### src/hw/mem_pkg.sv
package mem_pkg;

    // ------------------------------------------------------------
    // Memory port widths
    // ------------------------------------------------------------
    localparam int MEM_ADDR_W = 25;             // Byte address into the SDRAM
    localparam int MEM_DATA_W = 32;             // One word per access
    localparam int MEM_MASK_W = MEM_DATA_W / 8; // One enable per byte lane

    typedef logic [MEM_ADDR_W-1:0] mem_addr_t;
    typedef logic [MEM_DATA_W-1:0] mem_data_t;
    typedef logic [MEM_MASK_W-1:0] mem_mask_t;  // Any set bit makes a write

    // Full word write
    localparam mem_mask_t WMASK_ALL = '1;

    // ------------------------------------------------------------
    // Request bundle toward the controller
    // ------------------------------------------------------------
    // valid is a one-cycle strobe per request.
    // The other fields are held by the requester until done comes back.
    typedef struct packed {
        logic      valid;   // Start of request
        logic      rstrb;   // Read when high
        mem_addr_t addr;
        mem_data_t wdata;   // Only meaningful on writes
        mem_mask_t wmask;   // Nonzero for writes
    } mem_req_t;            // 63 bits

endpackage

### src/hw/soc_pkg.sv
package soc_pkg;

    // ------------------------------------------------------------
    // Sequencer FSM
    // ------------------------------------------------------------
    typedef enum logic [2:0] {
        CTRL_RESET,     // Controller held in reset
        CTRL_RESETTING, // Second reset cycle
        WAIT_INIT,      // Waiting for controller init done
        ISSUE,          // Start strobe for current script step
        WAIT_DONE,      // Request outstanding
        SHOW,           // Word on display, user stepping bytes
        NEXT,           // Advance script index
        IDLE            // Script finished
    } soc_state_t;

    // ------------------------------------------------------------
    // Script
    // ------------------------------------------------------------
    typedef struct packed {
        logic               is_write;   // Else a read
        mem_pkg::mem_addr_t addr;
        mem_pkg::mem_data_t wdata;      // Write data, unused on reads
    } script_op_t;

    localparam int SCRIPT_LEN = 4;      // Read 0, read 4, write 8, read 8

    typedef logic [1:0] script_idx_t;

    // ------------------------------------------------------------
    // Display
    // ------------------------------------------------------------
    typedef logic [1:0] byte_sel_t;     // 3 is the MSB
    typedef logic [7:0] port_byte_t;

    localparam byte_sel_t  BYTE_TOP     = 2'd3;
    localparam port_byte_t IDLE_PATTERN = 8'h81;   // Outer two LEDs lit

endpackage

### src/hw/step_button.sv
`timescale 1ns/1ps

module step_button #(
    parameter int SYNC_STAGES = 2
) (
    input  logic sdram_clk,
    input  logic rst_n,
    input  logic button,    // Active low, asynchronous
    output logic step       // One pulse per press
);

    logic [SYNC_STAGES-1:0] sync_q;
    logic                   btn_low;    // Synchronized press
    logic                   lock;       // Press already counted

    // Synchronizer chain, resets to the released level
    always_ff @(posedge sdram_clk) begin
        if (!rst_n) begin
            sync_q <= '1;
        end else begin
            sync_q[0] <= button;
            for (int i = 1; i < SYNC_STAGES; i++) begin
                sync_q[i] <= sync_q[i-1];
            end
        end
    end

    assign btn_low = ~sync_q[SYNC_STAGES-1];

    // Step on first low sample, then lock until release
    always_ff @(posedge sdram_clk) begin
        if (!rst_n) begin
            step <= 1'b0;
            lock <= 1'b0;
        end else begin
            step <= btn_low & ~lock;
            if (!btn_low) begin
                lock <= 1'b0;   // Released, arm for next press
            end else if (!lock) begin
                lock <= 1'b1;
            end
        end
    end

    // Held button must not repeat steps
    a_step_single: assert property (@(posedge sdram_clk) disable iff (!rst_n)
        step |=> !step)
        else $error("step_button: step high two cycles in a row");

endmodule

### src/hw/mem_access.sv
`timescale 1ns/1ps

module mem_access (
    input  logic                sdram_clk,
    input  logic                rst_n,
    input  logic                start,      // From sequencer ISSUE
    input  soc_pkg::script_op_t op,
    output mem_pkg::mem_req_t   mem_req,
    input  logic                mem_done,   // One-cycle pulse from controller
    input  mem_pkg::mem_data_t  mem_rdata,  // Valid with mem_done
    output logic                op_done,
    output mem_pkg::mem_data_t  word        // Last word read
);
    import mem_pkg::*;

    logic      req_valid;
    logic      req_rstrb;
    mem_mask_t req_wmask;
    mem_addr_t req_addr;
    mem_data_t req_wdata;
    logic      busy;        // Request outstanding

    // ------------------------------------------------------------
    // Strobe and request kind
    // ------------------------------------------------------------
    always_ff @(posedge sdram_clk) begin
        if (!rst_n) begin
            req_valid <= 1'b0;
            req_rstrb <= 1'b0;
            req_wmask <= '0;
            busy      <= 1'b0;
            op_done   <= 1'b0;
        end else begin
            req_valid <= start;                 // One cycle after start
            op_done   <= busy & mem_done;       // One cycle after done
            if (start) begin
                busy      <= 1'b1;
                req_rstrb <= ~op.is_write;
                req_wmask <= op.is_write ? WMASK_ALL : '0;
            end else if (busy && mem_done) begin
                busy      <= 1'b0;
                req_rstrb <= 1'b0;              // Drop activity indication
                req_wmask <= '0;
            end
        end
    end

    // Address, data and read word
    always_ff @(posedge sdram_clk) begin
        if (start) begin
            req_addr  <= op.addr;
            req_wdata <= op.wdata;
        end
        if (busy && mem_done && req_rstrb) begin
            word <= mem_rdata;                  // Capture on the done cycle
        end
    end

    assign mem_req = '{valid: req_valid, rstrb: req_rstrb, addr: req_addr,
                       wdata: req_wdata, wmask: req_wmask};

    a_valid_pulse: assert property (@(posedge sdram_clk) disable iff (!rst_n)
        mem_req.valid |=> !mem_req.valid)
        else $error("mem_access: valid longer than one cycle");

    // Sequencer must wait for op_done before the next step
    a_no_start_busy: assert property (@(posedge sdram_clk) disable iff (!rst_n)
        busy |-> !start)
        else $error("mem_access: start while request outstanding");

endmodule

### src/hw/byte_display.sv
`timescale 1ns/1ps

module byte_display (
    input  logic                sdram_clk,
    input  logic                rst_n,
    input  logic                load,       // New word from a read
    input  mem_pkg::mem_data_t  word,
    input  logic                step,       // Button step
    input  logic                idle,       // Script done
    output soc_pkg::port_byte_t port_a,
    output logic                word_shown  // Step past the last byte
);
    import mem_pkg::*;
    import soc_pkg::*;

    mem_data_t word_q;  // Word being shown
    byte_sel_t sel;     // Byte on port_a

    function automatic port_byte_t pick_byte(mem_data_t w, byte_sel_t s);
        return w[8*int'(s) +: 8];
    endfunction

    always_ff @(posedge sdram_clk) begin
        if (load) begin
            word_q <= word;
        end
    end

    // ------------------------------------------------------------
    // Byte walk from the MSB down
    // ------------------------------------------------------------
    always_ff @(posedge sdram_clk) begin
        if (!rst_n) begin
            sel    <= '0;
            port_a <= '0;
        end else if (idle) begin
            port_a <= IDLE_PATTERN;     // Steps ignored here
        end else if (load) begin
            sel    <= BYTE_TOP;
            port_a <= pick_byte(word, BYTE_TOP);
        end else if (step && sel != '0) begin
            sel    <= sel - byte_sel_t'(1);
            port_a <= pick_byte(word_q, sel - byte_sel_t'(1));
        end
    end

    // Step on byte 0 keeps port_a and releases the sequencer
    assign word_shown = step && (sel == '0) && !idle;

    // Read completion and a button step must not collide
    a_load_step: assert property (@(posedge sdram_clk) disable iff (!rst_n)
        !(load && step))
        else $error("byte_display: load and step in the same cycle");

endmodule

### src/hw/soc_sequencer.sv
`timescale 1ns/1ps

module soc_sequencer #(
    parameter mem_pkg::mem_data_t WRITE_WORD = 32'h1234_5678
) (
    input  logic                sdram_clk,
    input  logic                rst_n,
    input  logic                mem_init,       // Controller init finished
    output logic                ctrl_rst_n,     // Active-low controller reset
    output logic                start,          // Launch current step
    output soc_pkg::script_op_t op,
    input  logic                op_done,
    output logic                is_read_done,   // Load for the display
    input  logic                word_shown,
    output logic                idle
);
    import mem_pkg::*;
    import soc_pkg::*;

    // ------------------------------------------------------------
    // Script table
    // ------------------------------------------------------------
    localparam script_op_t SCRIPT [SCRIPT_LEN] = '{
        '{is_write: 1'b0, addr: mem_addr_t'(0), wdata: '0},            // Read 0
        '{is_write: 1'b0, addr: mem_addr_t'(4), wdata: '0},            // Read 4
        '{is_write: 1'b1, addr: mem_addr_t'(8), wdata: WRITE_WORD},    // Write 8
        '{is_write: 1'b0, addr: mem_addr_t'(8), wdata: '0}             // Read back 8
    };

    localparam script_idx_t LAST_IDX = script_idx_t'(SCRIPT_LEN - 1);

    soc_state_t  state;
    soc_state_t  state_nxt;
    script_idx_t idx;       // Current step
    script_idx_t idx_nxt;

    assign op = SCRIPT[idx];    // Stable through ISSUE and WAIT_DONE

    // ------------------------------------------------------------
    // State registers
    // ------------------------------------------------------------
    always_ff @(posedge sdram_clk) begin
        if (!rst_n) begin
            state <= CTRL_RESET;
            idx   <= '0;
        end else begin
            state <= state_nxt;
            idx   <= idx_nxt;
        end
    end

    // ------------------------------------------------------------
    // Next state
    // ------------------------------------------------------------
    always_comb begin
        state_nxt    = state;
        idx_nxt      = idx;
        start        = 1'b0;
        is_read_done = 1'b0;

        case (state)
            CTRL_RESET: begin
                state_nxt = CTRL_RESETTING;
            end

            CTRL_RESETTING: begin
                state_nxt = WAIT_INIT;          // Two cycles of controller reset
            end

            WAIT_INIT: begin
                if (mem_init) begin
                    state_nxt = ISSUE;
                end
            end

            ISSUE: begin
                start     = 1'b1;               // Single cycle
                state_nxt = WAIT_DONE;
            end

            WAIT_DONE: begin
                if (op_done) begin
                    if (op.is_write) begin
                        state_nxt = NEXT;       // Nothing to show
                    end else begin
                        is_read_done = 1'b1;
                        state_nxt    = SHOW;
                    end
                end
            end

            SHOW: begin
                // Display walks the bytes on its own
                if (word_shown) begin
                    state_nxt = NEXT;
                end
            end

            NEXT: begin
                if (idx == LAST_IDX) begin
                    state_nxt = IDLE;
                end else begin
                    idx_nxt   = idx + script_idx_t'(1);
                    state_nxt = ISSUE;
                end
            end

            IDLE: begin
                state_nxt = IDLE;               // Stays until reset
            end

            default: begin
                state_nxt = CTRL_RESET;
            end
        endcase
    end

    assign ctrl_rst_n = !(state inside {CTRL_RESET, CTRL_RESETTING});
    assign idle       = (state == IDLE);

endmodule

### src/hw/sdram_test_soc.sv
`timescale 1ns/1ps

module sdram_test_soc #(
    parameter int                 SYNC_STAGES = 2,
    parameter mem_pkg::mem_data_t WRITE_WORD  = 32'h1234_5678
) (
    input  logic                sdram_clk,
    input  logic                rst_n,
    input  logic                button,     // Active low
    output soc_pkg::port_byte_t port_a,

    // ------------------------------------------------------------
    // SDRAM controller side
    // ------------------------------------------------------------
    output logic                ctrl_rst_n,
    input  logic                mem_init,
    output mem_pkg::mem_req_t   mem_req,
    input  logic                mem_done,
    input  mem_pkg::mem_data_t  mem_rdata
);
    import mem_pkg::*;
    import soc_pkg::*;

    logic       step;           // Debounced press
    logic       start;
    script_op_t op;
    logic       op_done;
    mem_data_t  word;           // Last read word
    logic       is_read_done;   // Display load
    logic       word_shown;
    logic       idle;

    step_button #(
        .SYNC_STAGES(SYNC_STAGES)
    ) i_step_button (
        .sdram_clk(sdram_clk),
        .rst_n    (rst_n),
        .button   (button),
        .step     (step)
    );

    soc_sequencer #(
        .WRITE_WORD(WRITE_WORD)
    ) i_soc_sequencer (
        .sdram_clk   (sdram_clk),
        .rst_n       (rst_n),
        .mem_init    (mem_init),
        .ctrl_rst_n  (ctrl_rst_n),
        .start       (start),
        .op          (op),
        .op_done     (op_done),
        .is_read_done(is_read_done),
        .word_shown  (word_shown),
        .idle        (idle)
    );

    mem_access i_mem_access (
        .sdram_clk(sdram_clk),
        .rst_n    (rst_n),
        .start    (start),
        .op       (op),
        .mem_req  (mem_req),
        .mem_done (mem_done),
        .mem_rdata(mem_rdata),
        .op_done  (op_done),
        .word     (word)
    );

    byte_display i_byte_display (
        .sdram_clk (sdram_clk),
        .rst_n     (rst_n),
        .load      (is_read_done),  // Read finished
        .word      (word),
        .step      (step),
        .idle      (idle),
        .port_a    (port_a),
        .word_shown(word_shown)
    );

endmodule

### config.mk
export PLATFORM = sky130hd
export DESIGN_NAME = sdram_test_soc
export DESIGN_NICKNAME = d
export VERILOG_FILES = /design/src/hw/mem_pkg.sv /design/src/hw/soc_pkg.sv /design/src/hw/step_button.sv /design/src/hw/mem_access.sv /design/src/hw/byte_display.sv /design/src/hw/soc_sequencer.sv /design/src/hw/sdram_test_soc.sv
export SDC_FILE = /design/constraint.sdc
export NUM_CORES = 1
export LEC_CHECK = 0
export BUFFER_PORTS_ARGS = -buffer_cell sky130_fd_sc_hd__buf_2
export CORE_MARGIN = 10
export CORE_UTILIZATION = 51
export CTS_CLUSTER_DIAMETER = 80
export DETAILED_ROUTE_END_ITERATION = 16
export PLACE_DENSITY_LB_ADDON = 0.2
export SLEW_MARGIN = 20
export SYNTH_ARGS = -nofsm -noshare
export SYNTH_HDL_FRONTEND = slang
export SYNTH_SLANG_ARGS = --single-unit
### constraint.sdc
create_clock -name sdram_clk -period 2.58 [get_ports sdram_clk]
set_input_delay 0.387 -clock sdram_clk [delete_from_list [all_inputs] [get_ports sdram_clk]]
set_output_delay 0.387 -clock sdram_clk [all_outputs]
set_load 0.01 [all_outputs]
==> load_flow_metrics.sql <==
INSERT INTO impl_metrics (metric_group, metric, value, unit) VALUES
('timing', 'tns', '0', 'ps'),
('synth', 'synth.distinct_cells', '35', ''),
('hold_path', 'hp-class', 'in2reg', ''),
('setup_path', 'path_delay_family', 'adder cells', ''),
('timing', 'report.final.hold_viol_count', '0', ''),
('final_layout', 'finish.utilization', '57.2', '%'),
('setup_path', 'timing_worst_setup_path_type', 'reg2reg', ''),
('setup_path', 'worst_setup_path_startpoint', 'i_byte_display.sel[0]$_SDFFE_PN0P_', ''),
('route', 'drtPass1Iterations', '4', ''),
('setup_path', 'depth_of_the_worst_register_to_register_path', '6', ''),
('flow_run', 'cap_violations', '0', ''),
('cts', 'cts-root-to-sink-buffers', '2', ''),
('cts', 'cts.hold.buffers_added', '0', ''),
('cts', 'clock_tree_from_tritoncts', 'built', ''),
('power_and_ir_drop', 'pwr_density_cell', '641', 'mW/mm²'),
('die', 'std_cell_rows', '31', ''),
('final_layout', 'final-instance-count-excl-fill', '425', ''),
('synth', 'post_synth_instance_area', '0.00378', 'mm²'),
('setup_path', 'crit_path_buffers_inverters', '2', ''),
('synth', 'synth_seq_area_share', '65.9', '%'),
('final_layout', 'syn_to_final_growth', '9.13', '%'),
('timing', 'grt_setup_unrepaired', 'false', ''),
('route', 'route.final.wire_length', '6080', 'µm'),
('timing', 'min_period', '2080', 'ps'),
('placed_design', 'place_congestion', '0.723', ''),
('grt', 'number_of_global_route_vias_before_repair', '1993', ''),
('die', 'fp.dieArea', '0.0113', 'mm²'),
('synth', 'synth_edf_count', '67', ''),
('setup_path', 'critical_path.max_fanout', '11', ''),
('die', 'start_util', '52.4', '%'),
('setup_path', 'crit_arrival', '2300', 'ps'),
('grt', 'gr-usage-all-layers', '10.9', '%'),
('timing', 'setup_violations', '0', ''),
('synth', 'number_of_synthesized_register_bits', '91', ''),
('synth', 'ys.flop_type', 'edfxtp_1', ''),
('timing', 'timing_max_transition_violations_final', '0', ''),
('power_and_ir_drop', 'max-vdd-ir-drop', '0.468', 'mV'),
('grt', 'globalRouteOverflowTotal', '0', ''),
('placed_design', 'portBuffers', '66', ''),
('synth', 'yosysTopAreaCell', 'edfxtp_1', ''),
('setup_path', 'cp_data_required_time', '2810', 'ps'),
('cts', 'resized_gates_after_cts', '0', ''),
('power_and_ir_drop', 'total_leakage_power', '1.65', 'nW'),
('synth', 'synth_cells', '265', ''),
('cts', 'cts_htree_levels', '3', ''),
('timing', 'period_share', '80.6', '%'),
('synth', 'portion_of_synthesized_cell_area_occupied_by_the_leading_cell_type', '53.2', '%'),
('route', 'ant_nets', '0', ''),
('timing', 'skew', '8.59', 'ps'),
('status', 'status', 'finished clean', ''),
('die', 'boundaryPins', '109', ''),
('die', 'die_h', '106', 'µm'),
('die', 'chipWidth', '106', 'µm'),
('timing', 'max_freq', '481', 'MHz'),
('grt', 'global_route_wire_length_before_repair', '9920', 'µm'),
('setup_path', 'kind_of_launch_point_of_the_worst_setup_path', 'flop', ''),
('setup_path', 'setup.reg_to_reg.worst_slack', '500', 'ps'),
('synth', 'ys_top_cells_by_count', '67 x edfxtp_1, 61 x buf_4, 24 x dfxtp_1, 14 x mux2_2, 10 x nor2_1', ''),
('cts', 'clk_root_buffer_cell', 'clkbuf_8', ''),
('setup_path', 'worst_r2r_endpoint', 'i_byte_display.port_a[4]$_SDFFE_PP0P_', ''),
('cts', 'numCtsBuffers', '9', ''),
('setup_path', 'critical_path.endpoint_type', 'flop', ''),
('die', 'core_region_area', '0.00721', 'mm²'),
('synth', 'synthArstFlopShare', '0', '%'),
('grt', 'grt_antenna_before_repair', '0', ''),
('route', 'first_iter_violations', '110', ''),
('cts', 'clock_sink_count', '91', ''),
('final_layout', 'drive_gt1_share', '31.9', '%'),
('setup_path', 'crit_path_max_incr_delay', '430', 'ps'),
('cts', 'post-cts-setup-buffers', '0', ''),
('route', 'vias_after_detailed_routing', '1958', '');
## final cells by class
cell class                      count  area [µm²]
Clock buffer                       10         128
Clock inverter                      5        62.6
Sequential cell                    91        2490
Multi-Input combinational cell    140         905
Fill cell                         604        3090
Timing Repair Buffer               72         388
Tap cell                           99         124
Inverter                            8        30.0
## sequential cells by signal (all words and copies together) (netlist names), 2 cells and up
name                   count
i_byte_display.word_q     32
i_byte_display.sel         2
i_soc_sequencer.state      3
i_soc_sequencer.idx        2
i_mem_access.req_addr      2
i_byte_display.port_a      8
i_mem_access.word         32
i_step_button.sync_q       2
## where the power goes
group	internal, mW	total, mW	switching [mW]	leakage (nW)
Sequential	1.57	1.60	0.0237	0.796
Combinational	0.0517	0.127	0.0756	0.763
Clock	0.450	0.921	0.472	0.0894
## placed cells by master (no fill, tap or decap), types with 5 or more instances in the layout
cell,n
inv_1,8
nor2_1,10
a211oi_1,8
mux2_2,14
o21ai_0,5
conb_1,42
edfxtp_1,67
nand2b_1,6
buf_2,66
clkbuf_8,9
dfxtp_1,24
nand2_1,6
a222oi_1,6
buf_4,5
## layer usage
metal  vias up  global-route usage (%)  share of wire (%)
met5         -                       0                  0
met4         0                    5.13                1.0
met3         6                    5.74                 11
met2        74                    16.4                 48
met1       903                    12.5                 40
li1        975                       -                  -
## through the flow
| step | area (µm²) | power (mW) | hold slack, ps | setup slack (ps) |
|---|---|---|---|---|
| after floorplan | 3940 | 1.77 | 367 | 350 |
| after global placement | 3940 | 1.76 | 376 | 579 |
| after detailed placement | 3940 | 1.76 | 378 | 524 |
| after CTS | 4130 | 2.68 | 188 | 489 |
| after global routing | 4130 | 2.76 | 180 | 380 |
| final | 4130 | 2.65 | 212 | 502 |
## worst min path at each step
stage,cells after the start,end,from,slack [ps]
5_1_grt,1,i_mem_access.word[7]$_DFFE_PP_,mem_rdata[7],180
6_report,1,i_mem_access.word[5]$_DFFE_PP_,mem_rdata[5],210
4_1_cts,1,i_mem_access.word[15]$_DFFE_PP_,mem_rdata[15],190
2_1_floorplan,1,i_step_button.step$_SDFF_PN0_,i_step_button.lock$_SDFF_PN0_,370
3_3_place_gp,1,i_step_button.step$_SDFF_PN0_,i_step_button.lock$_SDFF_PN0_,380
3_5_place_dp,1,i_step_button.step$_SDFF_PN0_,i_step_button.lock$_SDFF_PN0_,380
## cell families after synthesis
family	after synthesis	synth area share (%)
DFF	91	65.9
buffers and inverters	75	14.3
and+or+nand+nor	43	6.55
AOI/OAI and AO/OA	34	6.94
muxes	16	4.70
adders and majority gates	4	1.32
other	1	0.0991
xor gates and xnor gates	1	0.232
Power figures use the tool's default switching activity.
